--- src/design/gps_pkg.sv ---
`default_nettype none

package gps_pkg;

   // Datapath widths.
   localparam int ACC_WIDTH          = 16;
   localparam int MAG_WIDTH          = 16;
   localparam int I2Q2_WIDTH         = 33;
   localparam int PHASE_INC_WIDTH    = 32;
   localparam int STEP_COUNT_WIDTH   = 4;

   // Tracking integration length in sample strobes.
   localparam int SAMPLES_PER_ACC    = 16368;
   localparam int SAMPLE_COUNT_WIDTH = 14;
   localparam logic [SAMPLE_COUNT_WIDTH-1:0] SAMPLE_COUNT_LAST =
      SAMPLE_COUNT_WIDTH'(SAMPLES_PER_ACC - 1);

   // Magnitude queue sizing.
   localparam int FIFO_DEPTH     = 2;
   localparam int FIFO_PTR_WIDTH = $clog2(FIFO_DEPTH);
   localparam int FIFO_CNT_WIDTH = $clog2(FIFO_DEPTH + 1);
   localparam logic [FIFO_PTR_WIDTH-1:0] FIFO_PTR_LAST = FIFO_PTR_WIDTH'(FIFO_DEPTH - 1);
   localparam logic [FIFO_CNT_WIDTH-1:0] FIFO_CNT_FULL = FIFO_CNT_WIDTH'(FIFO_DEPTH);

   // Saturation limits and the I2Q2 history seed.
   localparam logic signed [ACC_WIDTH-1:0] ACC_MIN = {1'b1, {(ACC_WIDTH-1){1'b0}}};
   localparam logic [MAG_WIDTH-1:0]        MAG_MAX = {1'b0, {(MAG_WIDTH-1){1'b1}}};
   localparam logic [I2Q2_WIDTH-1:0]       I2Q2_ONE = I2Q2_WIDTH'(1);

   typedef enum logic {
      MODE_IDLE,
      MODE_TRACK
   } mode_e;

   // Subchannel select, also the squaring engine state.
   typedef enum logic [1:0] {
      SUB_EARLY,
      SUB_PROMPT,
      SUB_LATE,
      ENG_IDLE
   } sub_sel_e;

   typedef struct packed {
      logic signed [ACC_WIDTH-1:0] early_i;
      logic signed [ACC_WIDTH-1:0] early_q;
      logic signed [ACC_WIDTH-1:0] prompt_i;
      logic signed [ACC_WIDTH-1:0] prompt_q;
      logic signed [ACC_WIDTH-1:0] late_i;
      logic signed [ACC_WIDTH-1:0] late_q;
   } acc_set_t;

   typedef struct packed {
      logic [MAG_WIDTH-1:0] early_i;
      logic [MAG_WIDTH-1:0] early_q;
      logic [MAG_WIDTH-1:0] prompt_i;
      logic [MAG_WIDTH-1:0] prompt_q;
      logic [MAG_WIDTH-1:0] late_i;
      logic [MAG_WIDTH-1:0] late_q;
   } mag_set_t;

   typedef struct packed {
      logic [I2Q2_WIDTH-1:0] early;
      logic [I2Q2_WIDTH-1:0] prompt;
      logic [I2Q2_WIDTH-1:0] late;
   } i2q2_set_t;

   // Values returned by the loop filters.
   typedef struct packed {
      logic [I2Q2_WIDTH-1:0]      i2q2_prompt;
      logic [PHASE_INC_WIDTH-1:0] doppler_inc;
      logic [PHASE_INC_WIDTH-1:0] code_inc;
   } loop_result_t;

   typedef struct packed {
      logic signed [ACC_WIDTH-1:0] prompt_i_k;
      logic signed [ACC_WIDTH-1:0] prompt_q_k;
      logic signed [ACC_WIDTH-1:0] prompt_i_km1;
      logic signed [ACC_WIDTH-1:0] prompt_q_km1;
      logic [I2Q2_WIDTH-1:0]       i2q2_prompt_km1;
      logic [PHASE_INC_WIDTH-1:0]  doppler_inc;
      logic [PHASE_INC_WIDTH-1:0]  code_inc;
      logic [STEP_COUNT_WIDTH-1:0] step_count;
   } track_state_t;

endpackage

`default_nettype wire

--- src/design/mode_control.sv ---
`timescale 1ns/10ps
`default_nettype none

module mode_control (
   input  wire logic           clk,
   input  wire logic           i_arst_n,
   input  wire gps_pkg::mode_e i_mode,
   input  wire logic           i_data_available,
   output logic                o_track_start,
   output logic                o_feed_complete
);

   gps_pkg::mode_e                         mode_q;
   logic [gps_pkg::SAMPLE_COUNT_WIDTH-1:0] sample_count;
   logic                                   tracking;
   logic                                   last_sample;

   assign tracking    = (i_mode == gps_pkg::MODE_TRACK);
   assign last_sample = (sample_count == gps_pkg::SAMPLE_COUNT_LAST);

   always_ff @(posedge clk or negedge i_arst_n) begin
      if (!i_arst_n) begin
         mode_q          <= gps_pkg::MODE_IDLE;
         o_track_start   <= 1'b0;
         o_feed_complete <= 1'b0;
         sample_count    <= '0;
      end else begin
         mode_q        <= i_mode;
         // Entry into tracking.
         o_track_start <= tracking && (mode_q != gps_pkg::MODE_TRACK);

         // End of integration on the last strobe of the period.
         o_feed_complete <= tracking && i_data_available && last_sample && !o_track_start;

         if (o_track_start) begin
            sample_count <= '0;
         end else if (tracking && i_data_available) begin
            sample_count <= last_sample ? '0 : sample_count + 1'b1;
         end
      end
   end

endmodule

`default_nettype wire

--- src/design/corr_capture.sv ---
`timescale 1ns/10ps
`default_nettype none

module corr_capture (
   input  wire logic              clk,
   input  wire logic              i_arst_n,
   input  wire logic              i_acc_done,
   input  wire gps_pkg::acc_set_t i_acc,
   output logic                   o_push,
   output gps_pkg::mag_set_t      o_push_set
);

   // Absolute value, most negative input clipped to full scale.
   function automatic logic [gps_pkg::MAG_WIDTH-1:0] abs_sat(
      input logic signed [gps_pkg::ACC_WIDTH-1:0] value
   );
      logic [gps_pkg::MAG_WIDTH-1:0] mag;
      if (value == gps_pkg::ACC_MIN) begin
         mag = gps_pkg::MAG_MAX;
      end else if (value < 0) begin
         mag = -value;
      end else begin
         mag = value;
      end
      return mag;
   endfunction

   always_ff @(posedge clk or negedge i_arst_n) begin
      if (!i_arst_n) begin
         o_push <= 1'b0;
      end else begin
         o_push <= i_acc_done;
      end
   end

   always_ff @(posedge clk) begin
      if (i_acc_done) begin
         o_push_set.early_i  <= abs_sat(i_acc.early_i);
         o_push_set.early_q  <= abs_sat(i_acc.early_q);
         o_push_set.prompt_i <= abs_sat(i_acc.prompt_i);
         o_push_set.prompt_q <= abs_sat(i_acc.prompt_q);
         o_push_set.late_i   <= abs_sat(i_acc.late_i);
         o_push_set.late_q   <= abs_sat(i_acc.late_q);
      end
   end

endmodule

`default_nettype wire

--- src/design/mag_fifo.sv ---
`timescale 1ns/10ps
`default_nettype none

module mag_fifo (
   input  wire logic              clk,
   input  wire logic              i_arst_n,
   input  wire logic              i_clear,
   input  wire logic              i_push,
   input  wire gps_pkg::mag_set_t i_push_set,
   input  wire logic              i_pop,
   output logic                   o_not_empty,
   output gps_pkg::mag_set_t      o_head,
   output logic                   o_overrun
);

   gps_pkg::mag_set_t                  mem [gps_pkg::FIFO_DEPTH];
   logic [gps_pkg::FIFO_PTR_WIDTH-1:0] wr_ptr;
   logic [gps_pkg::FIFO_PTR_WIDTH-1:0] rd_ptr;
   logic [gps_pkg::FIFO_CNT_WIDTH-1:0] count;
   logic                               full;
   logic                               do_push;
   logic                               do_pop;

   assign full        = (count == gps_pkg::FIFO_CNT_FULL);
   assign o_not_empty = (count != '0);
   assign do_push     = i_push && !full;
   assign do_pop      = i_pop && o_not_empty;
   assign o_head      = mem[rd_ptr];

   always_ff @(posedge clk) begin
      if (do_push) begin
         mem[wr_ptr] <= i_push_set;
      end
   end

   always_ff @(posedge clk or negedge i_arst_n) begin
      if (!i_arst_n) begin
         wr_ptr    <= '0;
         rd_ptr    <= '0;
         count     <= '0;
         o_overrun <= 1'b0;
      end else begin
         if (do_push) begin
            wr_ptr <= (wr_ptr == gps_pkg::FIFO_PTR_LAST) ? '0 : wr_ptr + 1'b1;
         end
         if (do_pop) begin
            rd_ptr <= (rd_ptr == gps_pkg::FIFO_PTR_LAST) ? '0 : rd_ptr + 1'b1;
         end
         case ({do_push, do_pop})
            2'b10:   count <= count + 1'b1;
            2'b01:   count <= count - 1'b1;
            default: count <= count;
         endcase

         // Sticky until the next tracking entry.
         if (i_clear) begin
            o_overrun <= 1'b0;
         end else if (i_push && full) begin
            o_overrun <= 1'b1;
         end
      end
   end

endmodule

`default_nettype wire

--- src/design/i2q2_engine.sv ---
`timescale 1ns/10ps
`default_nettype none

module i2q2_engine (
   input  wire logic              clk,
   input  wire logic              i_arst_n,
   input  wire logic              i_not_empty,
   input  wire gps_pkg::mag_set_t i_head,
   output logic                   o_pop,
   output logic                   o_i2q2_valid,
   output gps_pkg::i2q2_set_t     o_i2q2
);

   gps_pkg::sub_sel_e                   state;
   gps_pkg::mag_set_t                   held;
   logic                                sq_due;
   logic                                sum_due;
   logic                                load_next;
   logic [gps_pkg::MAG_WIDTH-1:0]       next_i;
   logic [gps_pkg::MAG_WIDTH-1:0]       next_q;
   logic [gps_pkg::MAG_WIDTH-1:0]       op_i;
   logic [gps_pkg::MAG_WIDTH-1:0]       op_q;
   logic [2*gps_pkg::MAG_WIDTH-1:0]     sq_i;
   logic [2*gps_pkg::MAG_WIDTH-1:0]     sq_q;
   logic [gps_pkg::I2Q2_WIDTH-1:0]      sum;
   logic [gps_pkg::I2Q2_WIDTH-1:0]      sum_early;
   logic [gps_pkg::I2Q2_WIDTH-1:0]      sum_prompt;

   // Take a new set only when idle.
   assign o_pop     = (state == gps_pkg::ENG_IDLE) && i_not_empty;
   // Operand stage of prompt and late.
   assign load_next = (state != gps_pkg::ENG_IDLE) && !sq_due && !sum_due;
   assign sum       = {1'b0, sq_i} + {1'b0, sq_q};

   always_comb begin
      case (state)
         gps_pkg::SUB_PROMPT: begin
            next_i = held.prompt_i;
            next_q = held.prompt_q;
         end
         gps_pkg::SUB_LATE: begin
            next_i = held.late_i;
            next_q = held.late_q;
         end
         default: begin
            next_i = held.early_i;
            next_q = held.early_q;
         end
      endcase
   end

   always_ff @(posedge clk or negedge i_arst_n) begin
      if (!i_arst_n) begin
         state        <= gps_pkg::ENG_IDLE;
         sq_due       <= 1'b0;
         sum_due      <= 1'b0;
         o_i2q2_valid <= 1'b0;
      end else begin
         o_i2q2_valid <= 1'b0;
         if (o_pop) begin
            state  <= gps_pkg::SUB_EARLY;
            sq_due <= 1'b1;
         end else if (sq_due) begin
            sq_due  <= 1'b0;
            sum_due <= 1'b1;
         end else if (sum_due) begin
            sum_due <= 1'b0;
            case (state)
               gps_pkg::SUB_EARLY:  state <= gps_pkg::SUB_PROMPT;
               gps_pkg::SUB_PROMPT: state <= gps_pkg::SUB_LATE;
               default: begin
                  state        <= gps_pkg::ENG_IDLE;
                  o_i2q2_valid <= 1'b1;
               end
            endcase
         end else if (load_next) begin
            sq_due <= 1'b1;
         end
      end
   end

   // Shared operand, square and sum registers.
   always_ff @(posedge clk) begin
      if (o_pop) begin
         held <= i_head;
         op_i <= i_head.early_i;
         op_q <= i_head.early_q;
      end else if (load_next) begin
         op_i <= next_i;
         op_q <= next_q;
      end

      if (sq_due) begin
         sq_i <= op_i * op_i;
         sq_q <= op_q * op_q;
      end

      if (sum_due) begin
         case (state)
            gps_pkg::SUB_EARLY:  sum_early  <= sum;
            gps_pkg::SUB_PROMPT: sum_prompt <= sum;
            default: begin
               o_i2q2.early  <= sum_early;
               o_i2q2.prompt <= sum_prompt;
               o_i2q2.late   <= sum;
            end
         endcase
      end
   end

endmodule

`default_nettype wire

--- src/design/track_history.sv ---
`timescale 1ns/10ps
`default_nettype none

module track_history (
   input  wire logic                                clk,
   input  wire logic                                i_arst_n,
   input  wire logic                                i_track_start,
   input  wire logic                                i_acc_done,
   input  wire logic signed [gps_pkg::ACC_WIDTH-1:0] i_acc_prompt_i,
   input  wire logic signed [gps_pkg::ACC_WIDTH-1:0] i_acc_prompt_q,
   input  wire logic                                i_tracking_ready,
   input  wire gps_pkg::loop_result_t               i_loop,
   input  wire logic                                i_track_carrier_en,
   input  wire logic                                i_track_code_en,
   output gps_pkg::track_state_t                    o_track
);

   gps_pkg::track_state_t hist;
   // The FLL's first result after entry is not trusted.
   logic                  ignore_doppler;

   assign o_track = hist;

   always_ff @(posedge clk or negedge i_arst_n) begin
      if (!i_arst_n) begin
         hist                 <= '0;
         // Seeded to one so the loops never divide by zero.
         hist.i2q2_prompt_km1 <= gps_pkg::I2Q2_ONE;
         ignore_doppler       <= 1'b1;
      end else if (i_track_start) begin
         hist                 <= '0;
         hist.i2q2_prompt_km1 <= gps_pkg::I2Q2_ONE;
         ignore_doppler       <= 1'b1;
      end else begin
         // Prompt values at k.
         if (i_acc_done) begin
            hist.prompt_i_k <= i_acc_prompt_i;
            hist.prompt_q_k <= i_acc_prompt_q;
         end

         if (i_tracking_ready) begin
            hist.prompt_i_km1    <= hist.prompt_i_k;
            hist.prompt_q_km1    <= hist.prompt_q_k;
            hist.i2q2_prompt_km1 <= i_loop.i2q2_prompt;
            hist.step_count      <= hist.step_count + 1'b1;
            ignore_doppler       <= 1'b0;

            // Carrier NCO increment.
            if (i_track_carrier_en && !ignore_doppler) begin
               hist.doppler_inc <= i_loop.doppler_inc;
            end

            // Code NCO increment.
            if (i_track_code_en) begin
               hist.code_inc <= i_loop.code_inc;
            end
         end
      end
   end

endmodule

`default_nettype wire

--- src/design/gps_channel.sv ---
`timescale 1ns/10ps
`default_nettype none

module gps_channel (
   input  wire logic                  clk,
   input  wire logic                  i_arst_n,
   input  wire gps_pkg::mode_e        i_mode,
   input  wire logic                  i_data_available,
   input  wire logic                  i_acc_done,
   input  wire gps_pkg::acc_set_t     i_acc,
   input  wire logic                  i_tracking_ready,
   input  wire gps_pkg::loop_result_t i_loop,
   input  wire logic                  i_track_carrier_en,
   input  wire logic                  i_track_code_en,
   output logic                       o_feed_complete,
   output logic                       o_i2q2_valid,
   output gps_pkg::i2q2_set_t         o_i2q2,
   output logic                       o_overrun,
   output gps_pkg::track_state_t      o_track
);

   logic              track_start;
   logic              push;
   gps_pkg::mag_set_t push_set;
   logic              not_empty;
   gps_pkg::mag_set_t head;
   logic              pop;

   mode_control mode_control_i (
      .clk              (clk),
      .i_arst_n         (i_arst_n),
      .i_mode           (i_mode),
      .i_data_available (i_data_available),
      .o_track_start    (track_start),
      .o_feed_complete  (o_feed_complete)
   );

   // Magnitudes of each finished integration.
   corr_capture corr_capture_i (
      .clk        (clk),
      .i_arst_n   (i_arst_n),
      .i_acc_done (i_acc_done),
      .i_acc      (i_acc),
      .o_push     (push),
      .o_push_set (push_set)
   );

   mag_fifo mag_fifo_i (
      .clk         (clk),
      .i_arst_n    (i_arst_n),
      .i_clear     (track_start),
      .i_push      (push),
      .i_push_set  (push_set),
      .i_pop       (pop),
      .o_not_empty (not_empty),
      .o_head      (head),
      .o_overrun   (o_overrun)
   );

   i2q2_engine i2q2_engine_i (
      .clk          (clk),
      .i_arst_n     (i_arst_n),
      .i_not_empty  (not_empty),
      .i_head       (head),
      .o_pop        (pop),
      .o_i2q2_valid (o_i2q2_valid),
      .o_i2q2       (o_i2q2)
   );

   // Loop history works on raw prompt accumulations.
   track_history track_history_i (
      .clk                (clk),
      .i_arst_n           (i_arst_n),
      .i_track_start      (track_start),
      .i_acc_done         (i_acc_done),
      .i_acc_prompt_i     (i_acc.prompt_i),
      .i_acc_prompt_q     (i_acc.prompt_q),
      .i_tracking_ready   (i_tracking_ready),
      .i_loop             (i_loop),
      .i_track_carrier_en (i_track_carrier_en),
      .i_track_code_en    (i_track_code_en),
      .o_track            (o_track)
   );

endmodule

`default_nettype wire

--- config.mk ---
export PLATFORM = sky130hd
export DESIGN_NAME = gps_channel
export DESIGN_NICKNAME = d
export VERILOG_FILES = /design/src/design/gps_pkg.sv /design/src/design/mode_control.sv /design/src/design/corr_capture.sv /design/src/design/mag_fifo.sv /design/src/design/i2q2_engine.sv /design/src/design/track_history.sv /design/src/design/gps_channel.sv
export SDC_FILE = /design/constraint.sdc
export NUM_CORES = 2
export LEC_CHECK = 0
export BUFFER_PORTS_ARGS = -buffer_cell sky130_fd_sc_hd__buf_2
export CAP_MARGIN = 25
export CORE_AREA = 2 2 352 354
export DETAILED_ROUTE_END_ITERATION = 6
export DIE_AREA = 0 0 354 356
export PLACE_DENSITY = 0.65
export SYNTH_ARGS = -nofsm -noshare
export SYNTH_HDL_FRONTEND = slang
export SYNTH_HIERARCHICAL = 1
export SYNTH_SLANG_ARGS = --single-unit
--- constraint.sdc ---
create_clock -name clk -period 25.8 [get_ports clk]
set_clock_uncertainty 0.05 [all_clocks]
set_input_delay 7.74 -clock clk [delete_from_list [all_inputs] [get_ports clk]]
set_output_delay 7.74 -clock clk [all_outputs]
set_load 0.02 [all_outputs]
; Word level (Yosys, flattened, before mapping)
; Memory sizes are Yosys's and may differ from the RTL's.
; Index checks and enable logic that the tools add are counted.
[word_totals]
ram_bits = 192
latch_bits = 0
romBits = 0
word_cells = 158
output_inout_bits = 267
register_bits = 647
memories = 1
input_bits = 201
[memory_table]
columns = name, words, width, rd, rd_clocked_by_memory_dff, write_ports, line
row1 = mag_fifo_i.mem, 2, 96, 1, 0, 1, mag_fifo.sv:16  ; gps_pkg::mag_set_t mem [gps_pkg::FIFO_DEPTH];
[classes]
n_shift = 0
add_sub_neg = 13
eq_ne = 15
multipliers = 2
n_bitwise = 2
reduce_logical = 34
order_cmp = 6
div = 0
muxes = 42
[ops]
columns = cell, n
row1 = $mux W165, 1
row2 = $mux W16, 10
row3 = $mux W133, 1
row4 = $eq A16 B16 Y1 const B, 6
row5 = $lt A16 B1 Y1 const B, 6
row6 = $mux W32, 3
row7 = $neg A16 Y16, 6
row8 = $mul A16 B16 Y32, 2
row9 = $pmux W16 S2, 2
row10 = $mux W14, 3
row11 = $add A32 B32 Y33, 1
row12 = $reduce_bool A2 Y1, 10
row13 = $mux W1, 17
row14 = $add A14 B1 Y14 const B, 1
row15 = $eq A14 B14 Y1 const B, 1
row16 = $reduce_and A2 Y1, 6
row17 = $logic_and A1 B1 Y1, 11
row18 = $eq A2 B2 Y1 const B, 4
row19 = $pmux W2 S2, 2
row20 = $mux W2, 3
row21 = $logic_not A1 Y1, 5
row22 = $add A4 B1 Y4 const B, 1
row23 = $eq A2 B1 Y1 const B, 2
row24 = $ne A2 B2 Y1 const B, 2
row25 = other kinds (6), 8

; Depth between registers and ports, before layout
[depth]
word_depth = 7
ltp_mapped = 24
mapped_depth_nobuf = 23

; Cells and area by module
; Netlist, hierarchy kept.
[modules_own_cells]
columns = module, cells_each, area_each_um2, seq_area_each_um2, n_inst
row1 = i2q2_engine, 2448, 27889.2, 10787.8, 1
row2 = mag_fifo, 320, 7279.5, 5890.6, 1
row3 = track_history, 619, 7235.7, 4156.5, 1
row4 = corr_capture, 481, 5362.6, 2907.8, 1
row5 = mode_control, 86, 853.3, 425.4, 1

; Worst setup path after synthesis
; Ideal clock, no wire load.
[synth_timing]
path_kind = input-to-reg
startpoint = input i_acc[16] (netlist bit)
endpoint = register corr_capture_i/o_push_set[26] (netlist bit) (data pin)
n_path_buf = 1
setup_ps = 276
cell_stages = 7
path_slack_ps = 16186
required_time_ps = 25474
t_arrival_ps = 9288
path_cell_list = inv_1 ha_1 or4b_1 buf_2 or4_4 a211oi_2 a31oi_1
[synth_via]
elab_chain_len = 2
elab_cells_between_ends = 4
classes_between = 1 x add/sub / 1 x order compare / 1 x eq/ne / 1 x mux
[synth_rtl]
columns = element, line
row1 = from (decl), gps_channel.sv:10  ; input wire gps_pkg::acc_set_t i_acc,
row2 = $neg A16 Y16 / $lt A16 B1 Y1 (equally long branches), "corr_capture.sv:21, corr_capture.sv:20"
row3 = $mux W16, corr_capture.sv:20  ; end else if (value < 0) begin
row4 = to (decl), corr_capture.sv:10  ; output gps_pkg::mag_set_t o_push_set
; Parallel ways exist; a longest one is shown, timed or not.
; A chain may end at the register's enable or synchronous reset.

; Worst setup path in the final report
; Ends and elaborated chain as after synthesis.

==> impl_metrics.env <==
export IMPL_status="finished, final reports clean"
export IMPL_slew_violations=0
export IMPL_final_hold_viol_count=0
export IMPL_multi_input_area_um2=21800
export IMPL_drt_wl_total_um=104000
export IMPL_layout_drive_gt1_share_pct=18.4
export IMPL_crit_type="in2reg"
export IMPL_rows=129
export IMPL_crit_fanout=8
export IMPL_synth_top_area_share_pct=39.7
export IMPL_setup_viol=0
export IMPL_synth_area_um2=48600
export IMPL_cts_buffer_depth=3
export IMPL_track_usage_pct=16.6
export IMPL_post_cts_buffers=0
export IMPL_r2r_start="i2q2_engine_i/op_i[1]"
export IMPL_min_period_ns=9.20
export IMPL_crit_path_start="i_acc[16]"
export IMPL_grt_start_max_net_pins=112
export IMPL_htreeDepth=3
export IMPL_core_area_um2=123000
export IMPL_rsz0062_at_grt="no"
export IMPL_synth_area_leaders="edfxtp_1 (40%), fa_1 (13%), dfrtp_1 (9.8%)"
export IMPL_synth_seq_cells=837
export IMPL_syn_to_final_growth_pct=14.6
export IMPL_dr_first_iter_drc_count=1958
export IMPL_die_area_um2=126000
export IMPL_r2r_end="i2q2_engine_i/sq_i[31]"
export IMPL_ant_nets=0
export IMPL_tightest_slew_ns=1.03
export IMPL_grt_remaining_overflow=0
export IMPL_hp_start="mode_control_i/mode_q"
export IMPL_rr_worst_depth=22
export IMPL_first_pass_iters=5
export IMPL_path_cells="buf_2 -> inv_1 -> ha_1 -> or4b_1 -> or4_4 -> a211oi_2 -> a31oi_1"
export IMPL_die_x_um=354
export IMPL_synthArstFlopShare_pct=23.2
export IMPL_ys_warn_count=6
export IMPL_endpoint_kind="register"
export IMPL_final_period_utilization_pct=35.7
export IMPL_cp_slowest_cell="or4b_1"
export IMPL_cts_hold_buf=0
export IMPL_slowest_delay_ns=0.62
export IMPL_ff_latch_area_um2=24200
export IMPL_yosysUniqueCellTypes=94
export IMPL_avgSynthCellArea_um2=12.3
export IMPL_reg2reg_slack_ns=18.33
export IMPL_max_clock_freq_mhz=109
export IMPL_cts_made_buffers=88
export IMPL_gp_congestion=0.849
export IMPL_cts_sinks=837
export IMPL_netlist_instances=3954
export IMPL_crit_arrival_ns=9.57
export IMPL_clk_latency_ns=0.68
export IMPL_hold_depth=1
export IMPL_initial_utilization_pct=39.6
export IMPL_crit_required_ns=26.17
export IMPL_wire_per_inst_um=17.0
export IMPL_setup_tns_final_ns=0
export IMPL_io_pins=468
export IMPL_die_height_um=356
export IMPL_nNetsFinal=5163
export IMPL_dp_hpwl_um=76000
export IMPL_vias=30000
export IMPL_ys_seq_area_share_pct=49.7
export IMPL_grt_pass1_vias=31000
export IMPL_io_buffers=467
export IMPL_drv_cap=0
export IMPL_drc=0
export IMPL_synth_edf_count=643
export IMPL_cts_root_buffer="clkbuf_16"
export IMPL_synth_top_area_cell="edfxtp_1"
export IMPL_relSlewSlack_pct=31.7
export IMPL_antenna_found_initial=24
export IMPL_grt_pass1_wl_um=167000
export IMPL_fill_cells=11200
export IMPL_path_buf_inv=2
export IMPL_hold_path_end="mode_control_i/o_track_start"
export IMPL_synthFlopType="edfxtp_1"
export IMPL_ctsResizeCount=0
export IMPL_synth_nets=4729
export IMPL_path_delay_family="simple AND/OR/NAND/NOR gates"
export IMPL_worst_setup_hold_path_clk_slew_ns=0.06
export IMPL_cts_tree="done"
export IMPL_vias_per_cell=4.91
export IMPL_start_kind="primary input"
export IMPL_hold_path_class="reg2reg"
## registers in the layout, indices dropped and copies added (netlist names), 2 cells and up
signal and count:
i2q2_engine_i/sq_q 31, i2q2_engine_i/op_i 16, i2q2_engine_i/sq_i 31, i2q2_engine_i/o_i2q2 99, track_history_i/o_track 165, corr_capture_i/o_push_set 96
mag_fifo_i/mem 192, i2q2_engine_i/op_q 16, i2q2_engine_i/sum_early 33, mode_control_i/sample_count 14, mag_fifo_i/count 2, i2q2_engine_i/sum_prompt 33
i2q2_engine_i/held 96, i2q2_engine_i/state 2
## routing by layer
metal,vias up,wire length [um],global-route usage [%]
met4,24,2450,4.75
li1,14400,-,-
met2,747,49100,27.2
met5,-,140,0
met3,170,6280,3.76
met1,14700,45800,22.0
## placed cells by master, fill, tap and decap left out, types with 36 or more instances in the layout
cell type and count:
dfrtp_1 187, a21oi_1 125, nand2_1 319, xor2_1 58, mux2_2 72, edfxtp_1 643, nand3_1 54, fa_1 324
buf_2 464, a21o_1 36, nor3_1 36, o21ai_0 100, clkbuf_16 89, nor2_1 220, ha_1 250, and2_1 76
mux2i_1 144, nand2b_1 74, xnor2_1 92, inv_1 544
## logic make-up (layout without fill, tap and decap cells)
kind of cell	Yosys count	in the layout	synth area share [%]
AND/OR/NAND/NOR	957	957	9.71
flip-flops	837	837	49.7
buffers and inverters	693	1202	5.61
adder cells (fa/ha/maj)	574	574	19.8
AO/OA/AOI/OAI	497	497	6.94
multiplexers	246	246	5.56
XOR/XNOR	150	150	2.70
other	0	11	0
## worst max-delay path by stage
| stage | endpoint | slack, ns | cells after the start |
|---|---|---|---|
| 6_report | corr_capture_i/o_push_set[26] | 16.60 | 7 |
| 5_1_grt | corr_capture_i/o_push_set[26] | 16.52 | 7 |
| 4_1_cts | o_track[68] | 16.58 | 1 |
| 3_5_place_dp | corr_capture_i/o_push_set[26] | 15.91 | 7 |
| 3_3_place_gp | corr_capture_i/o_push_set[26] | 15.91 | 7 |
| 2_1_floorplan | corr_capture_i/o_push_set[26] | 16.19 | 7 |
## stage by stage
| stage | hold slack, ns | std cells | instance area (um^2) | utilization [%] | setup WS (ns) |
|---|---|---|---|---|---|
| 2_1_floorplan | 0.328 | 3954 | 48600 | - | 16.19 |
| 3_3_place_gp | 0.334 | 5931 | 52500 | 42.8 | 15.91 |
| 3_5_place_dp | 0.333 | 5932 | 52600 | 42.9 | 15.91 |
| 4_1_cts | 0.349 | 6097 | 55600 | 45.3 | 16.58 |
| 5_1_grt | 0.370 | 6107 | 55700 | 45.4 | 16.52 |
| 6_report | 0.340 | 6111 | 55700 | 45.4 | 16.60 |
## layout make-up
type,count,area share [%]
tap,1637,3.68
multi-input combinational,2424,39.1
inverter,546,3.68
sequential,837,43.4
clock inverter,58,1.35
timing repair buffer,491,4.66
antenna,11,0.0494
clock buffer,107,4.14
## cell usage after synthesis (14+ instances only)
cell      instances
or2_2            14
o21a_1           14
o31ai_1          15
mux2_4           30
nor2b_1          26
nor2_1          221
a21o_1           36
clkbuf_1         97
nand2_1         319
inv_1           545
nand2b_1         74
ha_1            250
nand4_1          14
edfxtp_1        643
fa_1            324
or3_1            17
dfrtp_1         190
a31oi_1          20
mux2i_1         144
a22oi_1          33
o21ai_0         100
nor3_1           36
nand3_1          54
a21bo_2          33
xor2_1           58
xnor2_1          92
mux2_2           72
and2_1           78
a21oi_1         125
and3_1           18
buf_2            32
## worst register-to-register path, delay by kind of cell (launching register included)
| kind | cells | cell delay [ns] |
|---|---|---|
| simple gates | 5 | 1.46 |
| fa+ha+maj | 7 | 3.42 |
| compound gates | 4 | 1.18 |
| buf+inv | 6 | 0.29 |
| flops | 1 | 0.74 |
Power is left out: the tool's default activity adds up to more than one toggle a clock period on the data nets, which glitch-free logic cannot reach.
